==> src/hw/xgmii_tx_pkg.sv <==
// xgmii transmit package with lane constants, control characters and frame helpers
package xgmii_tx_pkg;

    localparam int DATA_W = 64;
    localparam int LANES = 8;
    localparam int EMPTY_W = 3;

    localparam logic [7:0] ETH_PRE = 8'h55;
    localparam logic [7:0] ETH_SFD = 8'hD5;

    localparam logic [7:0] XGMII_IDLE = 8'h07;
    localparam logic [7:0] XGMII_START = 8'hFB;
    localparam logic [7:0] XGMII_TERM = 8'hFD;
    localparam logic [7:0] XGMII_ERROR = 8'hFE;

    localparam logic [7:0] MIN_IFG_BYTES = 8'd12;
    localparam logic [31:0] CRC_POLY = 32'h04C11DB7;

    typedef enum logic [2:0] {
        IDLE,
        PAYLOAD,
        PAD,
        FCS_1,
        FCS_2,
        ERR,
        IFG
    } tx_state_e;

    // count of unused high lanes, lane 0 always counts as used
    function automatic logic [EMPTY_W-1:0] keep_to_empty(input logic [LANES-1:0] keep);
        logic run;
        logic [EMPTY_W-1:0] empty;
        run = keep[0];
        empty = EMPTY_W'(LANES - 1);
        for (int i = 1; i < LANES; i++) begin
            run = run & keep[i];
            if (run) begin
                empty = EMPTY_W'(LANES - 1 - i);
            end
        end
        return empty;
    endfunction

    // idle bytes that follow the terminate character in its own word
    function automatic logic [7:0] term_ifg_offset(input logic [EMPTY_W-1:0] empty);
        logic [2:0] used;
        used = 3'(3'd4 - empty);
        return 8'd8 - 8'(used);
    endfunction

endpackage

==> src/hw/axis_tx_capture.sv <==
// stream input capture, masks unused lanes and holds the current data word
module axis_tx_capture (
    input  logic                               clk,
    input  logic                               reset_crc,
    input  logic [xgmii_tx_pkg::DATA_W-1:0]    s_tdata,
    input  logic [xgmii_tx_pkg::LANES-1:0]     s_tkeep,
    input  logic                               load,
    input  logic                               zero_fill,
    output logic [xgmii_tx_pkg::DATA_W-1:0]    hold_data,
    output logic [xgmii_tx_pkg::EMPTY_W-1:0]   beat_empty
);

    logic [xgmii_tx_pkg::DATA_W-1:0] masked;

    always_comb begin
        for (int n = 0; n < xgmii_tx_pkg::LANES; n++) begin
            // lane 0 always carries a byte
            if (n == 0 || s_tkeep[n]) begin
                masked[8*n +: 8] = s_tdata[8*n +: 8];
            end else begin
                masked[8*n +: 8] = 8'd0;
            end
        end
    end

    assign beat_empty = xgmii_tx_pkg::keep_to_empty(s_tkeep);

    always_ff @(posedge clk) begin
        if (reset_crc) begin
            hold_data <= '0;
        end else if (zero_fill) begin
            hold_data <= '0;
        end else if (load) begin
            hold_data <= masked;
        end
    end

endmodule

==> config.mk <==
export PLATFORM = sky130hd
export DESIGN_NAME = axis_tx_capture
export DESIGN_NICKNAME = d
export VERILOG_FILES = /design/src/hw/xgmii_tx_pkg.sv /design/src/hw/axis_tx_capture.sv
export SDC_FILE = /design/constraint.sdc
export NUM_CORES = 1
export LEC_CHECK = 0
export ABC_AREA = 1
export BUFFER_PORTS_ARGS = -buffer_cell sky130_fd_sc_hd__buf_2
export CORE_MARGIN = 5
export CORE_UTILIZATION = 25
export CTS_BUF_LIST = sky130_fd_sc_hd__clkbuf_8 sky130_fd_sc_hd__clkbuf_16
export DETAILED_ROUTE_END_ITERATION = 10
export PLACE_DENSITY = 0.59
export SYNTH_ARGS = -nofsm -noshare
export SYNTH_HDL_FRONTEND = slang
export SYNTH_SLANG_ARGS = --single-unit
==> constraint.sdc <==
create_clock -name clk -period 1.2 [get_ports clk]
set_clock_uncertainty 0.1 [all_clocks]
set_input_delay 0.24 -clock clk [delete_from_list [all_inputs] [get_ports clk]]
set_output_delay 0.24 -clock clk [all_outputs]
set_load 0.1 [all_outputs]
==> parameters.txt <==
Parameter                              Value

Worst setup path
  Worst path slowest cell    sky130_fd_sc_hd__buf_12
  Kind of critical path    input port to output pin
  Top Family by Delay on Critical Path    buffers and inverters
  Type of element launching the critical path    input port
  Buffering stage count on the worst path with inverters included    4
  Highest fanout seen on the critical path    3
  Max incr delay on CP    170 ps
  Chain of cells forming the critical path    buf_12, inv_8, nor2_2, nor2_1, nand2_2, nand2_2, clkinvlp_4, buf_12
  CP Capture Type    output pin
  Endpoint arrival time on the critical path    950 ps
  Required arrival time at the worst endpoint    860 ps

Cells and area
  Final #Nets    538
  Register with the most flip-flops    hold_data
  Cell Count, Final, Fillers Out    601
  Top Registers    hold_data x64
  Proportion of layout cells with a drive suffix above 1    70.3%
  Fillcell total    987
  Synthesis-to-layout area growth    90.2%
  Final instance area    5070 um2
  Max FFs per register    64
  Count of inserted antenna diode cells    0

Logic synthesis
  Most instantiated cells after synthesis    sky130_fd_sc_hd__nand2_1 (78), sky130_fd_sc_hd__dfxtp_1 (64), sky130_fd_sc_hd__a21oi_2 (60)
  Proportion of netlist area held by the largest area contributor    48.0%
  Primary flip-flop cell chosen by synthesis mapping    sky130_fd_sc_hd__dfxtp_1
  Cell area after synthesis    2670 um2
  Count of synthesis-stage warnings from yosys    0
  Top post-synthesis cells by area    sky130_fd_sc_hd__dfxtp_1 (48%), sky130_fd_sc_hd__a21oi_2 (20%), sky130_fd_sc_hd__nand3_1 (11%)
  Synth Area per Inst    8.75 um2
  Largest area contributor in the synthesized netlist    sky130_fd_sc_hd__dfxtp_1
  Synth Instances    305
  Total of flip-flops plus latches after synthesis    64
  Sequential element share of the synthesized area    48.0%
  Post-synth cell types    14
  Share of synthesized registers carrying an async set or reset    0%
  Number of enable flip-flop cells after synthesis    0
  Syn Nets    381
  Most common cell in the netlist    sky130_fd_sc_hd__nand2_1

Floorplan
  Die Width    113 um
  Row Count    37
  Die footprint    12,800 um2
  Die boundary height    113 um
  IO Count    143
  Area inside the core boundary    10,400 um2
  Initial Utilization    25.7%

Clock network
  Maximum clock path buffer count    2
  Clock tree from TritonCTS    built
  Number of clock buffers inserted by TritonCTS    9
  Clock network latency to the later pin of the worst-skew pair    330 ps
  Number of H-tree branching levels    3
  TritonCTS Sinks    64
  Clock input transition at the sequential cells of the worst setup and hold paths    70 ps
  Root Buffer Master    sky130_fd_sc_hd__clkbuf_8

Timing
  Unrepaired setup endpoints after global routing    yes
  Minimum clock period    1290 ps
  Final count of hold timing violations    0
  Slew margin rel.    83.2%
  Transition at the pin with the smallest max-transition slack    251 ps
  Fin. max-slew vios    0
  Fmax achieved    0.776 GHz
  Final setup violation count    35
  Crit share post-route    107%
  Final WS setup    -88.3 ps

Global routing
  Initial antenna violation count    1
  Via count of the first global-routing pass    2,755
  Grt total ovfl    0
  GR Util All Layers    13.8%
  Largest net degree at the start of global routing    44
  Global-route wire length before repair    14,100 um

Drt
  Antenna Violating Nets Remaining    0
  Routed WL per cell    14.9 um
  Router iterations before antenna repair    4
  Routed Wire Length    8970 um
  Post-DR vias/cell    4.44
  DR vias    2,669
  Number of violations reported at the end of detailed-routing iteration 0    164
  DRC    0

Power and ir drop
  Final Power    5010 uW
  Worst voltage drop across the vdd grid    0.387 mV
  Power density over the cells    988 nW/um2
  Leakage power of the design    0.00194 uW

Placement
  Post-place setup slack    -237 ps
  Final Wtd Congestion    0.707
  Placed cell areas    4640 um2
  DP Cell Count    571
  Port Buffers    142
  Post-detailed-placement half-perimeter wirelength    6590 um

Flow run
  Max-cap viol count    0

Worst hold path
  Class of the worst hold path    input port to flop

Outcome
  Violated checks    negative setup slack
  Status    finished with violations
area by class of cell:
class / count / area, um2 / area share, %
clock buffers: 12 / 165 / 3.26
clock inverters: 2 / 7.51 / 0.148
inverters: 7 / 37.5 / 0.740
multi-input cells: 207 / 1240 / 24.4
flip-flops and latches: 64 / 1360 / 26.9
well taps: 136 / 170 / 3.35
repair buffers: 173 / 2090 / 41.2
metrics by stage:
step | hold slack, ps | TNS [ps] | utilization, %
floorplan | 292 | -618 | -
global placement | 374 | -424 | 44.8
detailed placement | 376 | -463 | 44.8
CTS | 40.9 | -1670 | 47.9
global route | 43.9 | -2700 | 48.9
finish | 63.4 | -198 | 48.9
power breakdown:
part	switching (uW)	internal [uW]	total, uW
combinational	682	442	1120
sequential	47.9	2180	2230
clock	781	883	1660
total	1510	3500	5010
final timing paths:
| path | start | end | slack [ps] | depth (start not counted) |
|---|---|---|---|---|
| worst max-delay path | s_tkeep[2] | beat_empty[0] | -90 | 8 |
| worst min-delay path | s_tdata[2] | hold_data[2] | 60 | 3 |
| worst max register to register | hold_data[25] | hold_data[25] | 380 | 3 |
| worst min register to register | hold_data[43] | hold_data[43] | 390 | 2 |
kinds of logic (layout without fill, tap and decap cells):
logic type,Yosys count,after routing,synth area share (%)
AOI/OAI and AO/OA,65,65,20.6
buffers and inverters,34,194,8.49
DFF,64,64,48.0
and+or+nand+nor,142,142,22.8
worst min-delay path: cells and delay by family:
kind	cells	cell delay (ps)
buf+inv	1	100
simple gates	1	70
compound gates	1	50
per-layer routing:
| metal | global-route usage [%] | share of wire (%) |
|---|---|---|
| met4 | 4.25 | 1.4 |
| met5 | 0 | 0.078 |
| met2 | 23.3 | 50 |
| met1 | 16.2 | 41 |
| met3 | 5.19 | 7.3 |
layout by cell type (no fill, tap or decap), types with 4 or more instances in the layout:
master / instances
sky130_fd_sc_hd__inv_1: 4
sky130_fd_sc_hd__a21oi_1: 4
sky130_fd_sc_hd__nand2_1: 73
sky130_fd_sc_hd__a21oi_2: 60
sky130_fd_sc_hd__buf_12: 74
sky130_fd_sc_hd__nand3_1: 56
sky130_fd_sc_hd__buf_4: 24
sky130_fd_sc_hd__buf_6: 4
sky130_fd_sc_hd__clkbuf_8: 12
sky130_fd_sc_hd__dfxtp_2: 63
sky130_fd_sc_hd__buf_2: 68
what timing repair did:
action,CTS,global route
setup buffers,6,11
resized for setup,31,7
gates cloned,0,0
setup endpoints to repair,67,66
pin swaps,9,5
hold buffers,0,0
No activity file was read; power rests on OpenSTA's default activity.
