File: src/hw/xgmii_tx_pkg.sv
// xgmii transmit package with lane constants, control characters and frame helpers
package xgmii_tx_pkg;

    localparam int DATA_W = 64;
    localparam int LANES = 8;
    localparam int EMPTY_W = 3;

    localparam logic [7:0] ETH_PRE = 8'h55;
    localparam logic [7:0] ETH_SFD = 8'hD5;

    localparam logic [7:0] XGMII_IDLE = 8'h07;
    localparam logic [7:0] XGMII_START = 8'hFB;
    localparam logic [7:0] XGMII_TERM = 8'hFD;
    localparam logic [7:0] XGMII_ERROR = 8'hFE;

    localparam logic [7:0] MIN_IFG_BYTES = 8'd12;
    localparam logic [31:0] CRC_POLY = 32'h04C11DB7;

    typedef enum logic [2:0] {
        IDLE,
        PAYLOAD,
        PAD,
        FCS_1,
        FCS_2,
        ERR,
        IFG
    } tx_state_e;

    // count of unused high lanes, lane 0 always counts as used
    function automatic logic [EMPTY_W-1:0] keep_to_empty(input logic [LANES-1:0] keep);
        logic run;
        logic [EMPTY_W-1:0] empty;
        run = keep[0];
        empty = EMPTY_W'(LANES - 1);
        for (int i = 1; i < LANES; i++) begin
            run = run & keep[i];
            if (run) begin
                empty = EMPTY_W'(LANES - 1 - i);
            end
        end
        return empty;
    endfunction

    // idle bytes that follow the terminate character in its own word
    function automatic logic [7:0] term_ifg_offset(input logic [EMPTY_W-1:0] empty);
        logic [2:0] used;
        used = 3'(3'd4 - empty);
        return 8'd8 - 8'(used);
    endfunction

endpackage

File: src/hw/tx_frame_ctrl.sv
// transmit frame fsm with ready, minimum length padding and inter-frame gap
module tx_frame_ctrl #(
    parameter int MIN_FRAME_LEN = 64,
    parameter bit PADDING_EN = 1'b1
) (
    input  logic                               clk,
    input  logic                               reset_crc,
    input  logic                               s_tvalid,
    input  logic                               s_tlast,
    input  logic                               s_tuser,
    input  logic [xgmii_tx_pkg::EMPTY_W-1:0]   beat_empty,
    input  logic [7:0]                         cfg_tx_ifg,
    input  logic                               cfg_tx_enable,
    output logic                               s_tready,
    output logic                               load,
    output logic                               zero_fill,
    output logic                               crc_init,
    output logic                               crc_update,
    output xgmii_tx_pkg::tx_state_e            state,
    output logic [xgmii_tx_pkg::EMPTY_W-1:0]   hold_empty
);

    localparam int NEED_W = $clog2(MIN_FRAME_LEN + 1);
    // bytes needed before the fcs, first beat included
    localparam logic [NEED_W-1:0] FIRST_NEED = NEED_W'(MIN_FRAME_LEN - 4);
    localparam logic [NEED_W-1:0] LANE_BYTES = NEED_W'(xgmii_tx_pkg::LANES);

    xgmii_tx_pkg::tx_state_e state_next;
    logic tready_next;
    logic frame_reg, frame_next;
    logic err_reg, err_next;
    logic [NEED_W-1:0] need_reg, need_next, need_now;
    logic [7:0] ifg_cnt, ifg_next, gap_max;
    logic [xgmii_tx_pkg::EMPTY_W-1:0] empty_next, padded_empty;
    logic accept, pad_more;

    assign accept = s_tvalid && s_tready;
    assign need_now = (state == xgmii_tx_pkg::IDLE) ? FIRST_NEED : need_reg;
    assign pad_more = PADDING_EN && (need_now > LANE_BYTES);
    assign gap_max = (cfg_tx_ifg > xgmii_tx_pkg::MIN_IFG_BYTES) ? cfg_tx_ifg
                                                               : xgmii_tx_pkg::MIN_IFG_BYTES;

    assign load = accept && (state == xgmii_tx_pkg::IDLE || state == xgmii_tx_pkg::PAYLOAD);
    assign zero_fill = (state == xgmii_tx_pkg::PAD);
    assign crc_init = (state == xgmii_tx_pkg::IDLE);
    assign crc_update = (state == xgmii_tx_pkg::PAYLOAD) || (state == xgmii_tx_pkg::PAD) ||
                        (state == xgmii_tx_pkg::FCS_1);

    // a short last beat is stretched to cover the minimum length
    always_comb begin
        padded_empty = beat_empty;
        if (PADDING_EN && need_now != 0) begin
            if (need_now > LANE_BYTES) begin
                padded_empty = '0;
            end else if (beat_empty > 3'(LANE_BYTES - need_now)) begin
                padded_empty = 3'(LANE_BYTES - need_now);
            end
        end
    end

    always_comb begin
        state_next = state;
        tready_next = 1'b0;
        frame_next = accept ? !s_tlast : frame_reg;
        err_next = err_reg;
        need_next = need_reg;
        ifg_next = ifg_cnt;
        empty_next = hold_empty;

        if ((state == xgmii_tx_pkg::IDLE && accept) || state == xgmii_tx_pkg::PAYLOAD) begin
            empty_next = padded_empty;
            need_next = pad_more ? need_now - LANE_BYTES : '0;
        end

        case (state)
            xgmii_tx_pkg::IDLE: begin
                err_next = 1'b0;
                tready_next = cfg_tx_enable;
                if (accept) begin
                    tready_next = 1'b1;
                    state_next = xgmii_tx_pkg::PAYLOAD;
                    if (s_tlast) begin
                        tready_next = 1'b0;
                        err_next = s_tuser;
                        state_next = pad_more ? xgmii_tx_pkg::PAD :
                                     s_tuser ? xgmii_tx_pkg::ERR : xgmii_tx_pkg::FCS_1;
                    end
                end
            end
            xgmii_tx_pkg::PAYLOAD: begin
                tready_next = 1'b1;
                // low valid here is an underflow
                if (!s_tvalid || s_tlast) begin
                    tready_next = frame_next;
                    err_next = !s_tvalid || s_tuser;
                    state_next = pad_more ? xgmii_tx_pkg::PAD :
                                 err_next ? xgmii_tx_pkg::ERR : xgmii_tx_pkg::FCS_1;
                end
            end
            xgmii_tx_pkg::PAD: begin
                tready_next = frame_next;
                if (need_reg > LANE_BYTES) begin
                    need_next = need_reg - LANE_BYTES;
                end else begin
                    empty_next = 3'(LANE_BYTES - need_reg);
                    need_next = '0;
                    state_next = err_reg ? xgmii_tx_pkg::ERR : xgmii_tx_pkg::FCS_1;
                end
            end
            xgmii_tx_pkg::FCS_1: begin
                tready_next = frame_next;
                ifg_next = gap_max - xgmii_tx_pkg::term_ifg_offset(hold_empty);
                state_next = (hold_empty <= 3'd4) ? xgmii_tx_pkg::FCS_2 : xgmii_tx_pkg::IFG;
            end
            xgmii_tx_pkg::FCS_2: begin
                tready_next = frame_next;
                state_next = xgmii_tx_pkg::IFG;
            end
            xgmii_tx_pkg::ERR: begin
                tready_next = frame_next;
                ifg_next = gap_max;
                state_next = xgmii_tx_pkg::IFG;
            end
            xgmii_tx_pkg::IFG: begin
                ifg_next = (ifg_cnt > 8'd8) ? ifg_cnt - 8'd8 : 8'd0;
                if (ifg_next != 0 || frame_reg) begin
                    tready_next = frame_next;
                end else begin
                    tready_next = cfg_tx_enable;
                    state_next = xgmii_tx_pkg::IDLE;
                end
            end
            default: state_next = xgmii_tx_pkg::IDLE;
        endcase
    end

    always_ff @(posedge clk) begin
        if (reset_crc) begin
            state <= xgmii_tx_pkg::IDLE;
            s_tready <= 1'b0;
            frame_reg <= 1'b0;
            err_reg <= 1'b0;
            need_reg <= '0;
            ifg_cnt <= '0;
            hold_empty <= '0;
        end else begin
            state <= state_next;
            s_tready <= tready_next;
            frame_reg <= frame_next;
            err_reg <= err_next;
            need_reg <= need_next;
            ifg_cnt <= ifg_next;
            hold_empty <= empty_next;
        end
    end

    a_state_legal: assert property (@(posedge clk) disable iff (reset_crc)
        state inside {xgmii_tx_pkg::IDLE, xgmii_tx_pkg::PAYLOAD, xgmii_tx_pkg::PAD,
                      xgmii_tx_pkg::FCS_1, xgmii_tx_pkg::FCS_2, xgmii_tx_pkg::ERR,
                      xgmii_tx_pkg::IFG});

    a_err_drop_only: assert property (@(posedge clk) disable iff (reset_crc)
        (state == xgmii_tx_pkg::ERR && s_tready) |-> frame_reg);

endmodule

File: config.mk
export PLATFORM = sky130hd
export DESIGN_NAME = tx_frame_ctrl
export DESIGN_NICKNAME = d
export VERILOG_FILES = /design/src/hw/xgmii_tx_pkg.sv /design/src/hw/tx_frame_ctrl.sv
export SDC_FILE = /design/constraint.sdc
export NUM_CORES = 1
export LEC_CHECK = 0
export ABC_CLOCK_PERIOD_IN_PS = 3950
export CORE_AREA = 2 2 77 79
export DETAILED_ROUTE_END_ITERATION = 8
export DIE_AREA = 0 0 79 81
export DONT_BUFFER_PORTS = 1
export PLACE_DENSITY_LB_ADDON = 0.08
export SYNTH_ARGS = -nofsm -noshare
export SYNTH_HDL_FRONTEND = slang
export SYNTH_SLANG_ARGS = --single-unit
File: constraint.sdc
create_clock -name clk -period 3.95 [get_ports clk]
set_input_delay 0.79 -clock clk [delete_from_list [all_inputs] [get_ports clk]]
set_output_delay 0.79 -clock clk [all_outputs]
set_load 0.05 [all_outputs]
==> flow_metrics.tcl <==
set metrics [dict create \
    hold_viol 0 \
    setup_ws_ns 0.809 \
    clk_latency_ns 0.27 \
    drv_cap 0 \
    tightest_slew_ns 0.611 \
    cts_setup_buffers 0 \
    synth_edf_count 0 \
    antenna_found_initial 0 \
    cts_buffers 3 \
    critical-path-top-delay-family "simple AND/OR/NAND/NOR gates" \
    arrival_ns 3.36 \
    seqCellArea_um2 480 \
    dieArea_um2 6400 \
    slew_violations 0 \
    cts_sinks 24 \
    clkTransAtPathRegs_ns 0.09 \
    worst-endpoint-required_ns 4.17 \
    cp-start-kind "flip-flop" \
    rows 28 \
    end_kind "flip-flop" \
    fmax_mhz 318 \
    synth-compound-area-share_pct 29.9 \
    via_per_inst 5.73 \
    fin_area_um2 2230 \
    min_path_type "flip-flop to flip-flop" \
    crit_top_cell "ha_1" \
    dpl-instance-area_um2 2180 \
    total_power_w 0.00157 \
    grt_max_degree 27 \
    ir_worst_vdd_mv 0.301 \
    nets 312 \
    largest_reg_flops 8 \
    antenna_cells 0 \
    post_drt_wl_per_cell_um 16.3 \
    async_reset_ff_share_pct 0 \
    dp_slack_ns 0.648 \
    num_vias 2028 \
    postCtsHoldBufs 0 \
    gr-usage-all-layers_pct 18.2 \
    slowest_delay_ns 0.69 \
    htree_levels 1 \
    synthAdderAreaFrac_pct 9.39 \
    setup_violations 0 \
    skew_ns 0.00180 \
    yosysSeqAreaShare_pct 23.1 \
    die_x_um 79 \
    rsz0062_at_grt "no" \
    maxSlewHeadroom_pct 59.3 \
    grt_overflow 0 \
    io_buffer_count 0 \
    place.gp.congestion 0.835 \
    antenna_left 0 \
    area_growth_pct 7.41 \
    synth_area_um2 2080 \
    cts_resized 0 \
    dp_hpwl_um 4450 \
    setup_tns_ns 0 \
    grt_pass1_vias 1907 \
    yosysWarnings 0 \
    drc 0 \
    grt_pass1_wl_um 9270 \
    dr.pass1.iters 4 \
    die_h_um 81 \
    synth_area_per_cell_um2 7.48 \
    synth_nets 310 \
    power_leakage_nw 0.845 \
    fin_crit_ns 3.14 \
    synth-simple-area-share_pct 25.6 \
    initial_utilization_pct 36.6 \
    crit_type "flip-flop to flip-flop" \
    ioPinCount 28 \
    drive_gt1_share_pct 10.0 \
    status "finished, final reports clean" \
    whs_ns 0.493 \
    drtIter0Drc 116 \
    drt_wl_total_um 5780 \
    ys.flop_type "dfxtp_1" \
    p_per_area_nw_per_um2 703 \
    path_max_fanout 5 \
    synth_top_family_by_area "compound AO/OA/AOI/OAI gates" \
    cp_cell_sequence "inv_1 -> ha_1 -> ha_1 -> or3_1 -> ha_1 -> or4_4 -> or4_4 -> o211ai_2 -> o221a_1" \
    cp_num_buf_inv 1 \
    finalCritPeriodShare_pct 79.5 \
    slowest_stage "dfxtp_1" \
    synth_xor_area_share_pct 5.06 \
    n_fill_cell 649 \
    muxShareOfSynthArea_pct 0.963 \
    design.core.area_um2 5680 \
    cts-root-buf "clkbuf_8" \
    multi_input_area_um2 1480 \
    ys_types 61 \
    synthCells 278 \
    cts_tree "yes" \
    ctsLongestPathBuffers 2 \
    ys_seq_elements 24 \
]
[worst paths after layout]
kind	slack, ns	from	cells after the start	to
max	0.81	hold_empty[1]	9	ifg_cnt[7]
min reg2reg	0.49	need_reg[0]	2	need_reg[0]
max reg2reg	0.81	hold_empty[1]	9	ifg_cnt[7]
min	0.49	need_reg[0]	2	need_reg[0]
[worst reg2reg max path, stage by stage (launching register included)]
cell	delay [ns]
dfxtp_1	0.69
inv_1	0.10
ha_1	0.22
ha_1	0.30
or3_1	0.35
ha_1	0.25
or4_4	0.43
or4_4	0.49
o211ai_2	0.08
o221a_1	0.18
[where the power goes]
group	leakage, nW	switching, W	internal [W]
clock network	0.0288	0.0000872	0.0000892
registers	0.195	0.0000875	0.000289
logic	0.622	0.000632	0.000385
total	0.845	0.000806	0.000763
[layer usage]
metal  global-route usage, %  part of all wire, %  vias up
met4                    3.28                  1.1        0
met1                    22.8                   47      954
met2                    33.1                   49       40
li1                        -                    -     1030
met3                    3.11                  3.4        4
met5                       0                    0        -
[through the flow]
step                instances  util, %
finish                    354     39.3
floorplan                 278        -
detailed placement        350     38.4
global route              354     39.3
CTS                       354     39.3
global placement          350     38.4
[cells in the mapped netlist (all sizes together), types with 2 or more instances]
master,count,share of area [%]
a211oi,3,1.1
nand2,25,4.6
a2111oi,2,0.84
clkbuf,4,0.72
o22ai,6,1.8
xnor2,8,3.4
ha,14,8.4
and2,2,0.60
inv,21,3.8
or4,4,1.8
nand3b,4,1.4
o31a,3,1.3
o211ai,3,1.3
o2bb2ai,3,1.3
nor2,32,5.9
nor2b,4,1.2
o221a,3,1.6
a2bb2oi,2,0.84
a311oi,2,0.84
dfxtp,24,23
nor4,3,0.90
nor3b,2,0.72
mux2i,2,0.96
o21ai,21,5.4
nor3,8,1.9
a21oi,20,4.8
a31oi,6,1.8
a31o,2,0.84
xor2,4,1.7
a32o,2,0.96
or2,5,1.5
buf,5,1.2
o32ai,2,0.84
nand3,2,0.48
or3,2,0.60
nand2b,4,1.2
a21o,4,1.4
[cells by family (layout without fill, tap and decap cells)]
logic type	after synthesis	in the layout
fa+ha+maj	15	15
simple gates	103	103
mux	2	2
xor+xnor	12	12
buf+inv	31	32
compound gates	91	91
flops	24	24
[cells in the final DEF (no fill, tap or decap), drive strengths merged, types with 3 or more instances in the layout]
cell type and n:
xor2 4, o211ai 3, a31oi 6, nand3b 4
ha 14, nor3 8, o2bb2ai 3, nor2 32
buf 6, clkbuf 4, nand2b 4, a211oi 3
a21o 4, nor4 3, o221a 3, a21oi 20
or4 4, inv 21, o21ai 21, xnor2 8
o22ai 6, nor2b 4, o31a 3, nand2 25
dfxtp 24, or2 5
[layout make-up]
class	instances	share of cell area (%)
Multi-Input combinational cell	223	66.1
Sequential cell	24	21.5
Inverter	22	3.70
Tap cell	75	4.20
Timing Repair Buffer	6	2.02
Clock buffer	4	2.47
Note: power is estimated with default switching activity, not from simulation.
