==> src/hw/xgmii_tx_pkg.sv <==
// xgmii transmit package with lane constants, control characters and frame helpers
package xgmii_tx_pkg;

    localparam int DATA_W = 64;
    localparam int LANES = 8;
    localparam int EMPTY_W = 3;

    localparam logic [7:0] ETH_PRE = 8'h55;
    localparam logic [7:0] ETH_SFD = 8'hD5;

    localparam logic [7:0] XGMII_IDLE = 8'h07;
    localparam logic [7:0] XGMII_START = 8'hFB;
    localparam logic [7:0] XGMII_TERM = 8'hFD;
    localparam logic [7:0] XGMII_ERROR = 8'hFE;

    localparam logic [7:0] MIN_IFG_BYTES = 8'd12;
    localparam logic [31:0] CRC_POLY = 32'h04C11DB7;

    typedef enum logic [2:0] {
        IDLE,
        PAYLOAD,
        PAD,
        FCS_1,
        FCS_2,
        ERR,
        IFG
    } tx_state_e;

    // count of unused high lanes, lane 0 always counts as used
    function automatic logic [EMPTY_W-1:0] keep_to_empty(input logic [LANES-1:0] keep);
        logic run;
        logic [EMPTY_W-1:0] empty;
        run = keep[0];
        empty = EMPTY_W'(LANES - 1);
        for (int i = 1; i < LANES; i++) begin
            run = run & keep[i];
            if (run) begin
                empty = EMPTY_W'(LANES - 1 - i);
            end
        end
        return empty;
    endfunction

    // idle bytes that follow the terminate character in its own word
    function automatic logic [7:0] term_ifg_offset(input logic [EMPTY_W-1:0] empty);
        logic [2:0] used;
        used = 3'(3'd4 - empty);
        return 8'd8 - 8'(used);
    endfunction

endpackage

==> src/hw/eth_fcs_crc.sv <==
// running crc-32 with parallel results for one to eight low bytes
module eth_fcs_crc (
    input  logic                                  clk,
    input  logic                                  reset_crc,
    input  logic [xgmii_tx_pkg::DATA_W-1:0]       data,
    input  logic                                  crc_init,
    input  logic                                  crc_update,
    output logic [xgmii_tx_pkg::LANES-1:0][31:0]  crc_lane,
    output logic [31:0]                           crc_reg
);

    localparam logic [31:0] POLY_R = {<<{xgmii_tx_pkg::CRC_POLY}};

    logic [xgmii_tx_pkg::LANES-1:0][31:0] part;

    // reflected galois step over one byte, lsb first
    function automatic logic [31:0] crc_byte(input logic [31:0] crc, input logic [7:0] d);
        logic [31:0] c;
        c = crc;
        for (int b = 0; b < 8; b++) begin
            c = (c >> 1) ^ (POLY_R & {32{c[0] ^ d[b]}});
        end
        return c;
    endfunction

    always_comb begin
        logic [31:0] c;
        c = crc_reg;
        for (int n = 0; n < xgmii_tx_pkg::LANES; n++) begin
            c = crc_byte(c, data[8*n +: 8]);
            part[n] = c;
        end
    end

    // partial results stay put after the last update for the fcs split
    always_ff @(posedge clk) begin
        if (crc_update) begin
            crc_lane <= part;
        end
    end

    always_ff @(posedge clk) begin
        if (reset_crc || crc_init) begin
            crc_reg <= '1;
        end else if (crc_update) begin
            crc_reg <= part[xgmii_tx_pkg::LANES-1];
        end
    end

    a_init_update_excl: assert property (@(posedge clk) disable iff (reset_crc)
        !(crc_init && crc_update));

endmodule

==> config.mk <==
export PLATFORM = sky130hd
export DESIGN_NAME = eth_fcs_crc
export DESIGN_NICKNAME = d
export VERILOG_FILES = /design/src/hw/xgmii_tx_pkg.sv /design/src/hw/eth_fcs_crc.sv
export SDC_FILE = /design/constraint.sdc
export NUM_CORES = 1
export LEC_CHECK = 0
export ABC_CLOCK_PERIOD_IN_PS = 7780
export BUFFER_PORTS_ARGS = -buffer_cell sky130_fd_sc_hd__buf_2
export CAP_MARGIN = 20
export CORE_ASPECT_RATIO = 1.2
export CORE_MARGIN = 10
export CORE_UTILIZATION = 37
export DETAILED_ROUTE_END_ITERATION = 8
export SKIP_LAST_GASP = 1
export SYNTH_ARGS = -nofsm -noshare
export SYNTH_HDL_FRONTEND = slang
export SYNTH_SLANG_ARGS = --single-unit
==> constraint.sdc <==
create_clock -name clk -period 7.78 [get_ports clk]
set_input_delay 1.556 -clock clk [delete_from_list [all_inputs] [get_ports clk]]
set_output_delay 1.556 -clock clk [all_outputs]
set_load 0.005 [all_outputs]
==> flow_summary.toml, run 1 <==
[outcome]
status = "finished clean"

[yosys]
synth.top_cells.by_count = "xnor2_1 (376), edfxtp_1 (256), xnor3_1 (151), xor2_1 (121), dfxtp_1 (32)"
yosysMostFrequentCell = "xnor2_1"
async_flop_share = 0
ys_ff_latch = 288
synthCells = 1139
netlist_top_cells_area = "edfxtp_1 (41%), xnor3_1 (18%), xnor2_1 (18%)"
ys_dominant_reg_cell = "edfxtp_1"
ys_seq_area_frac = 0.4444
yosys.area.top_type_share = 0.4102
ys.warnings.count = 0
synth_fp_nets = 1207
synth.avg_cell_area_um2 = 16.45
synth_edf_count = 256
syn-cell-area_um2 = 18740
synth_top_cell_by_area = "edfxtp_1"
ys_types = 24

[route]
drtAntennaViolNets = 0
viasPerCell = 4.565
drt_pass1_iterations = 4
routedWlPerCell_um = 25.39
wl_um = 64500
route.vias.total = 11600
route.detailed.drc = 0
drtIter0Drc = 791

[clocking]
cts-resized-gates = 0
htree_num_levels = 1
clkTransAtPathRegs_ps = 60
worstSkewPairLatency_ps = 590
post_cts_buffers = 0
cts_root_buffer = "clkbuf_16"
cts_tree = "yes"
cts.sinks = 288
hold_buffers = 0
cts_buffers = 30
cts_buffer_depth = 3

[final_layout]
drive_gt1_frac = 0.4491
nFillCells = 4331
final_nets = 1941
largest_reg_flops = 256
syn_to_final_growth_pct = 34.36

[setup_path]
r2r_cells = 19
crit_chain = "buf_2 > xnor2_2 > xnor3_1 > xor3_2 > buf_4 > xnor2_2 > buf_4 > xnor2_1 > xnor3_1 > xnor3_1 > xnor2_1 > buf_4 > xnor3_1 > xor3_2 > xor2_4 > xnor3_2 > xnor3_1 > xor3_1 > mux2i_1 > nand2_1"
reg2reg_from = "crc_reg[0]"
r2r_end = "crc_reg[17]"
r2r_setup_slack_ps = 680
crit_buf_inv = 4
critical-path-top-delay-family = "XOR/XNOR gates"
crit_type = "input pin to register"
endpoint_kind = "register"
max_stage_delay_ps = 580
critPathArrivalTime_ps = 7980
cp_common_cell = "xnor3_1"
cp.depth = 20
crit_path_start_kind = "input pin"
cp_max_fo = 6
cp.required_ps = 8230
cp_slowest_cell = "xor3_2"

[floorplanning]
start_util = 0.3731
die-area_um2 = 60090
rows = 90
die_w_um = 225.4
io_pins = 356
dieHeight_um = 266.5
core_area_um2 = 50220

[sta]
tightest_slew_ps = 1054
rsz0062_at_grt = "false"
clock_skew_ps = 25.27
slew_headroom = 0.2971
drv_slew = 0
finalCritPeriodShare = 0.9683
finalWorstSetupSlack_ps = 246.8
finalHoldViolations = 0
min_period_ps = 7533
setup-violations-final = 0
fmax_mhz = 132.7

[global_routing]
grt_use_met2 = 0.3825
grt_pass1_vias = 12700
use_met3 = 0.03053
met1_usage = 0.2428
grt_antenna_before_repair = 5
grt_pass1_wl_um = 90310
grt_max_degree = 162
busiest_layer = "met2"
grt.total_usage = 0.2091
grt-ovfl-total = 0

[worst_hold_path]
hold_start = "crc_reg[26]"
hold_end = "crc_reg[26]"
hp-class = "register to register"
min_path_cells = 2

[placement]
hpwl_um = 53930
gp_congestion = 0.9555
place_ws_ps = -290.0
io_buffer_count = 355

[run]
maxCapViolations = 0
-- final cells by class --
type	instances	area [um2]	area share
multi-input cells	808	10380	0.4124
flip-flops and latches	288	8328	0.3307
repair buffers	723	4624	0.1837
well taps	644	805.8	0.03200
clock buffers	36	773.2	0.03071
clock inverters	18	180.2	0.007155
inverters	22	82.58	0.003280
diodes	1	2.502	0.00009938
-- layer usage --
| layer | vias to the layer above | wire (um) |
|---|---|---|
| li1 | 5374 | - |
| met5 | - | 45 |
| met1 | 5805 | 25550 |
| met3 | 91 | 2967 |
| met2 | 320 | 33860 |
| met4 | 6 | 2075 |
-- through the flow --
stage | std cells | setup TNS (ps) | hold slack (ps) | area [um2] | utilization
CTS | 2539 | 0 | 524.0 | 25180 | 0.5013
finish | 2540 | 0 | 522.9 | 25180 | 0.5014
global route | 2540 | 0 | 565.7 | 25180 | 0.5014
global placement | 2485 | -5633 | 484.4 | 24220 | 0.4823
detailed placement | 2485 | -4826 | 498.6 | 24220 | 0.4823
floorplan | 1139 | -6.209 | 489.0 | 18900 | -
-- cells by family after synthesis --
group,share of synthesized area
buf+inv,0.01021
xor+xnor,0.5218
flops,0.4444
compound gates,0.001602
simple gates,0.007010
mux,0.01496
-- layout by cell type (no fill, tap or decap) --
cell type,instances
xnor2_2,18
clkinv_2,7
clkinvlp_4,2
inv_6,1
diode_2,1
xor2_4,4
nand2b_1,1
mux2i_1,28
bufinv_16,3
nand3_1,1
clkbuf_16,30
dfxtp_1,32
buf_12,6
clkinv_8,1
xnor2_4,17
buf_2,354
nand2_1,31
xnor3_2,25
buf_8,1
xor3_1,26
xor3_2,6
xnor3_1,142
o21ai_0,3
nor2_4,1
xor2_1,118
clkinv_1,4
edfxtp_1,256
xnor2_1,372
a21o_1,2
inv_1,22
xor2_2,13
buf_4,362
clkbuf_1,6
-- worst register-to-register path, stage by stage (launching register included) --
cell and delay, ps:
dfxtp_1 430, xnor2_1 590, xnor3_1 470, xor3_2 590, buf_4 190, xnor2_2 150, buf_4 150, xnor2_1 370
xnor3_1 510, xnor3_1 570, xnor2_1 200, buf_4 150, xnor3_1 370, xor3_2 360, xor2_4 200, xnor3_2 500
xnor3_1 480, xor3_1 450, mux2i_1 160, nand2_1 70
-- how the worst max path moves through the flow --
stage	startpoint	endpoint	slack [ps]
after global routing	data[6]	crc_reg[17]	100
after global placement	data[6]	crc_reg[17]	-350
after detailed placement	data[6]	crc_reg[17]	-290
final	data[0]	crc_reg[17]	250
after CTS	data[6]	crc_reg[17]	310
after floorplan	data[0]	crc_reg[23]	-5
Power of run 1 is left out: the tool's default activity adds up to more than one toggle a clock period on the data nets, which glitch-free logic cannot reach.
==> inputs of run 2 (changes only) <==
ABC_CLOCK_PERIOD_IN_PS = 7850   (was 7780)
clock period = 7.85 ns   (was 7.78 ns; I/O delays follow)
==> run 2 against run 1 <==
  * First-iteration DRC count shrank 9.4%
  * Critical path depth is 1 higher
  * Via count decreased by 1.4%
  * Global-route usage decreased by 0.20 points
  * Cell area is 1.3% lower
  * Die area stayed put
  * Critical endpoint is now crc_reg[15]
==> flow_summary.toml, run 2 (synthesis results as in run 1) <==
[setup_path]
cp.required_ps = 8310
endpoint_kind = "register"
cp_max_fo = 6
r2r_end = "crc_reg[15]"
reg2reg_from = "crc_reg[14]"
crit_type = "input pin to register"
crit_path_start_kind = "input pin"
critPathArrivalTime_ps = 7860
r2r_setup_slack_ps = 1010
r2r_cells = 20

[clocking]
cts.sinks = 288
htree_num_levels = 1
post_cts_buffers = 0
cts_root_buffer = "clkbuf_16"
cts-resized-gates = 0
clkTransAtPathRegs_ps = 70
cts_buffer_depth = 3
worstSkewPairLatency_ps = 580
hold_buffers = 0
cts_tree = "yes"
cts_buffers = 29

[route]
route.vias.total = 11440
drtAntennaViolNets = 0
routedWlPerCell_um = 25.15
route.detailed.drc = 0
viasPerCell = 4.556
wl_um = 63150
drt_pass1_iterations = 5
drtIter0Drc = 717

[floorplanning]
io_pins = 356
die_w_um = 225.4
die-area_um2 = 60090
start_util = 0.3731
rows = 90
dieHeight_um = 266.5
core_area_um2 = 50220

[worst_hold_path]
hold_end = "crc_reg[10]"
min_path_cells = 2
hp-class = "register to register"
hold_start = "crc_reg[10]"

[global_routing]
grt_pass1_vias = 12530
grt_antenna_before_repair = 7
grt-ovfl-total = 0
grt_max_degree = 127
grt_pass1_wl_um = 89360
grt.total_usage = 0.2071

[final_layout]
layout.cells.most_common = "xnor2_1"
layout_common_cells = "xnor2_1 (373), buf_2 (354), buf_4 (332)"
syn_to_final_growth_pct = 32.61
drive_gt1_frac = 0.4369
final_cells = 2511
fin_util = 0.4948
final_nets = 1910
largest_reg_flops = 256

[sta]
setup-violations-final = 0
clock_skew_ps = 20.65
slew_headroom = 0.3566
finalHoldViolations = 0
tightest_slew_ps = 965.1
fmax_mhz = 135.0
rsz0062_at_grt = "false"
finalCritPeriodShare = 0.9434
drv_slew = 0
tns_ps = 0
min_period_ps = 7406

[placement]
hpwl_um = 52460
gp_congestion = 0.9389
place_inst = 2455
io_buffer_count = 355

[outcome]
status = "finished clean"

[run]
maxCapViolations = 0
run 2: changes by cell type in the layout (fill, tap and decap cells not counted), moves of 2 or more:
cell | before | now
buf_4 | 362 | 332
bufinv_16 | 3 | 1
clkinv_1 | 4 | 2
diode_2 | 1 | 4
xnor2_2 | 18 | 21
xnor2_4 | 17 | 13
xnor3_1 | 142 | 145
xnor3_2 | 25 | 22
xor2_1 | 118 | 120
xor2_2 | 13 | 11
run 2: worst max-delay path by stage:
stage / start / endpoint / slack, ps
detailed placement: data[14] / crc_reg[15] / -130
global route: data[3] / crc_reg[15] / 230
floorplan: data[0] / crc_reg[18] / -4
finish: data[3] / crc_reg[15] / 440
CTS: data[14] / crc_reg[15] / 460
global placement: data[3] / crc_reg[17] / -80
run 2: per-layer routing:
metal | track usage | vias up | part of all wire
met5 | 0 | - | 0.00065
met4 | 0.06743 | 6 | 0.030
met3 | 0.03097 | 85 | 0.052
met2 | 0.3763 | 337 | 0.53
met1 | 0.2449 | 5698 | 0.39
li1 | - | 5313 | -
run 2: critical path: stages:
cell and delay, ps:
buf_2 150, xor2_1 240, xnor3_1 580, buf_4 230
xnor3_1 450, xnor2_1 170, buf_4 170, xnor2_1 310
xnor2_1 130, xnor2_1 510, xnor3_2 630, xnor3_1 420
xnor3_2 510, buf_4 200, xnor2_2 140, buf_4 190
xnor2_1 230, xnor3_1 440, xnor3_1 310, mux2i_1 180
nand2_1 80
run 2: metrics by stage:
stage / hold slack [ps] / area, um2 / setup WS, ps
2_1_floorplan: 489.0 / 18820 / -3.863
3_3_place_gp: 517.4 / 23920 / -79.34
3_5_place_dp: 526.3 / 23920 / -129.0
4_1_cts: 553.4 / 24840 / 461.3
5_1_grt: 586.8 / 24850 / 227.3
6_report: 550.0 / 24850 / 444.5
run 2: final cells by class:
cell class              count  area (um2)
fillers                  4443       25370
multi-input cells         808       10310
flip-flops and latches    288        8328
repair buffers            693        4399
clock buffers              38       812.0
well taps                 644       805.8
clock inverters            14       107.6
inverters                  22       82.58
diodes                      4       10.01
Power of run 2 is left out for the same reason.
==> inputs of run 3 (changes only) <==
ABC_AREA = 1   (was not set)
BUFFER_PORTS_ARGS = not set   (was -buffer_cell sky130_fd_sc_hd__buf_2)
DONT_BUFFER_PORTS = 1   (was not set)
RECOVER_POWER = 50   (was not set)
==> run 3 against run 2 <==
  * First-iteration DRC count grew 130%
  * Critical path depth grew 23
  * Hold slack gained 36 ps
  * Cell count grew 46%
  * Utilization shrank 8.2 points
  * Critical endpoint is now crc_lane[228]
  * Sequential share of layout area grew 2.4 points
  * Clock-buffer cell count shrank 5
  * Die area grew 11%
  * Synthesized cell count grew 150%
  * Highest routed layer is now met4
  * Register-to-register slack gained 130 ps
  * Cell area shrank 6.7%
  * Synthesized area grew 12%
==> flow_summary.toml, run 3 <==
[yosys]
netlist_top_cells_area = "edfxtp_1 (37%), nand2_1 (22%), nand3_1 (11%)"
ys_types = 37
syn-cell-area_um2 = 20980
yosysMostFrequentCell = "nand2_1"
ys.warnings.count = 0
synth.avg_cell_area_um2 = 7.380
synth_fp_nets = 2911
synth_top_cell_by_area = "edfxtp_1"
yosys.area.top_type_share = 0.3664
synth.top_cells.by_count = "nand2_1 (1235), nand3_1 (441), edfxtp_1 (256), nand2_2 (234), inv_1 (223)"
synthCells = 2843
synth_edf_count = 256
ys_dominant_reg_cell = "edfxtp_1"
ys_ff_latch = 288
async_flop_share = 0
ys_seq_area_frac = 0.3969

[floorplanning]
core_area_um2 = 56100
die-area_um2 = 66670
dieHeight_um = 280.9
die_w_um = 237.4
io_pins = 356
rows = 95
start_util = 0.3740

[sta]
finalHoldViolations = 0
setup-violations-final = 0
clock_skew_ps = 11.07
rsz0062_at_grt = "false"
finalCritPeriodShare = 0.9087
fmax_mhz = 140.2
tns_ps = 0
drv_slew = 0
min_period_ps = 7133
slew_headroom = 0.2505
tightest_slew_ps = 1124

[route]
wl_um = 79690
viasPerCell = 5.121
route.detailed.drc = 0
routedWlPerCell_um = 21.75
drt_pass1_iterations = 8
drtIter0Drc = 1657
drtAntennaViolNets = 0
route.vias.total = 18760

[setup_path]
crit_path_start_kind = "input pin"
r2r_end = "crc_lane[228]"
endpoint_kind = "register"
max_stage_delay_ps = 370
critPathArrivalTime_ps = 7510
cp.required_ps = 8230
reg2reg_from = "crc_reg[0]"
crit_type = "input pin to register"
r2r_setup_slack_ps = 1140
r2r_cells = 45
cp-endpoint = "crc_lane[228]"
cp_max_fo = 12
cp_slowest_cell = "xor2_1"
crit_start = "data[4]"
cp_common_cell = "nand2_1"

[final_layout]
diodes = 0
nFillCells = 5790
final_nets = 2980
multiInputGateArea_um2 = 11380
largest_reg_flops = 256
layout_common_cells = "nand2_1 (1248), nand3_1 (442), edfxtp_1 (256)"
syn_to_final_growth_pct = 10.50
final-seq-area_um2 = 8328
layout.cells.most_common = "nand2_1"
drive_gt1_frac = 0.1723

[clocking]
cts_tree = "yes"
clkTransAtPathRegs_ps = 70
worstSkewPairLatency_ps = 600
cts-resized-gates = 0
cts.sinks = 288
cts_root_buffer = "clkbuf_16"
cts_buffer_depth = 3
htree_num_levels = 1
cts_buffers = 31
post_cts_buffers = 0
hold_buffers = 0

[run]
maxCapViolations = 0

[placement]
gp_congestion = 0.9485
hpwl_um = 64780
io_buffer_count = 0

[outcome]
status = "finished clean"

[worst_hold_path]
hp-class = "register to register"

[global_routing]
grt_pass1_wl_um = 114800
grt_antenna_before_repair = 1
grt_max_degree = 290
grt.total_usage = 0.2295
grt-ovfl-total = 0
grt_pass1_vias = 17330
==> run 3: area by class of cell <==
type,count,area share
well taps,727,0.03924
clock buffers,33,0.03379
flip-flops and latches,288,0.3592
clock inverters,25,0.01268
inverters,283,0.04658
repair buffers,55,0.01749
multi-input cells,2253,0.4910
==> run 3: how the worst min path moves through the flow <==
stage | slack, ps | from | cells after the start | endpoint
6_report | 590 | crc_reg[29] | 2 | crc_reg[29]
5_1_grt | 620 | crc_reg[10] | 2 | crc_reg[10]
4_1_cts | 580 | crc_reg[29] | 2 | crc_reg[29]
3_5_place_dp | 570 | crc_reg[29] | 2 | crc_reg[29]
3_3_place_gp | 570 | crc_reg[29] | 2 | crc_reg[29]
2_1_floorplan | 500 | crc_reg[10] | 2 | crc_reg[10]
==> run 3: per-stage QoR <==
stage	setup slack, ps	hold WS, ps	util	cells	cell area [um2]
6_report	716.7	586.4	0.4132	3664	23180
5_1_grt	131.6	621.8	0.4132	3664	23180
4_1_cts	902.9	584.4	0.4142	3664	23240
3_5_place_dp	294.2	574.8	0.3950	3606	22160
3_3_place_gp	284.8	566.0	0.3950	3606	22160
2_1_floorplan	1759	500.1	-	2843	20980
==> run 3: routing by layer <==
layer	track usage	part of all wire
met5	0	0
met4	0.06893	0.030
met3	0.05458	0.085
met2	0.3981	0.49
met1	0.2767	0.40
==> run 3: cells by family after synthesis <==
kind of cell	count (synthesis)	synth area share
AOI/OAI and AO/OA	43	0.01073
xor gates and xnor gates	143	0.06894
buffers and inverters	302	0.05815
DFF	288	0.3969
and+or+nand+nor	2067	0.4652
==> run 3: worst max-delay path, delay by kind of cell <==
family	cells	cell delay, ps
and+or+nand+nor	38	4720
xor gates and xnor gates	2	680
buffers and inverters	4	490
Power of run 3 is left out for the same reason.
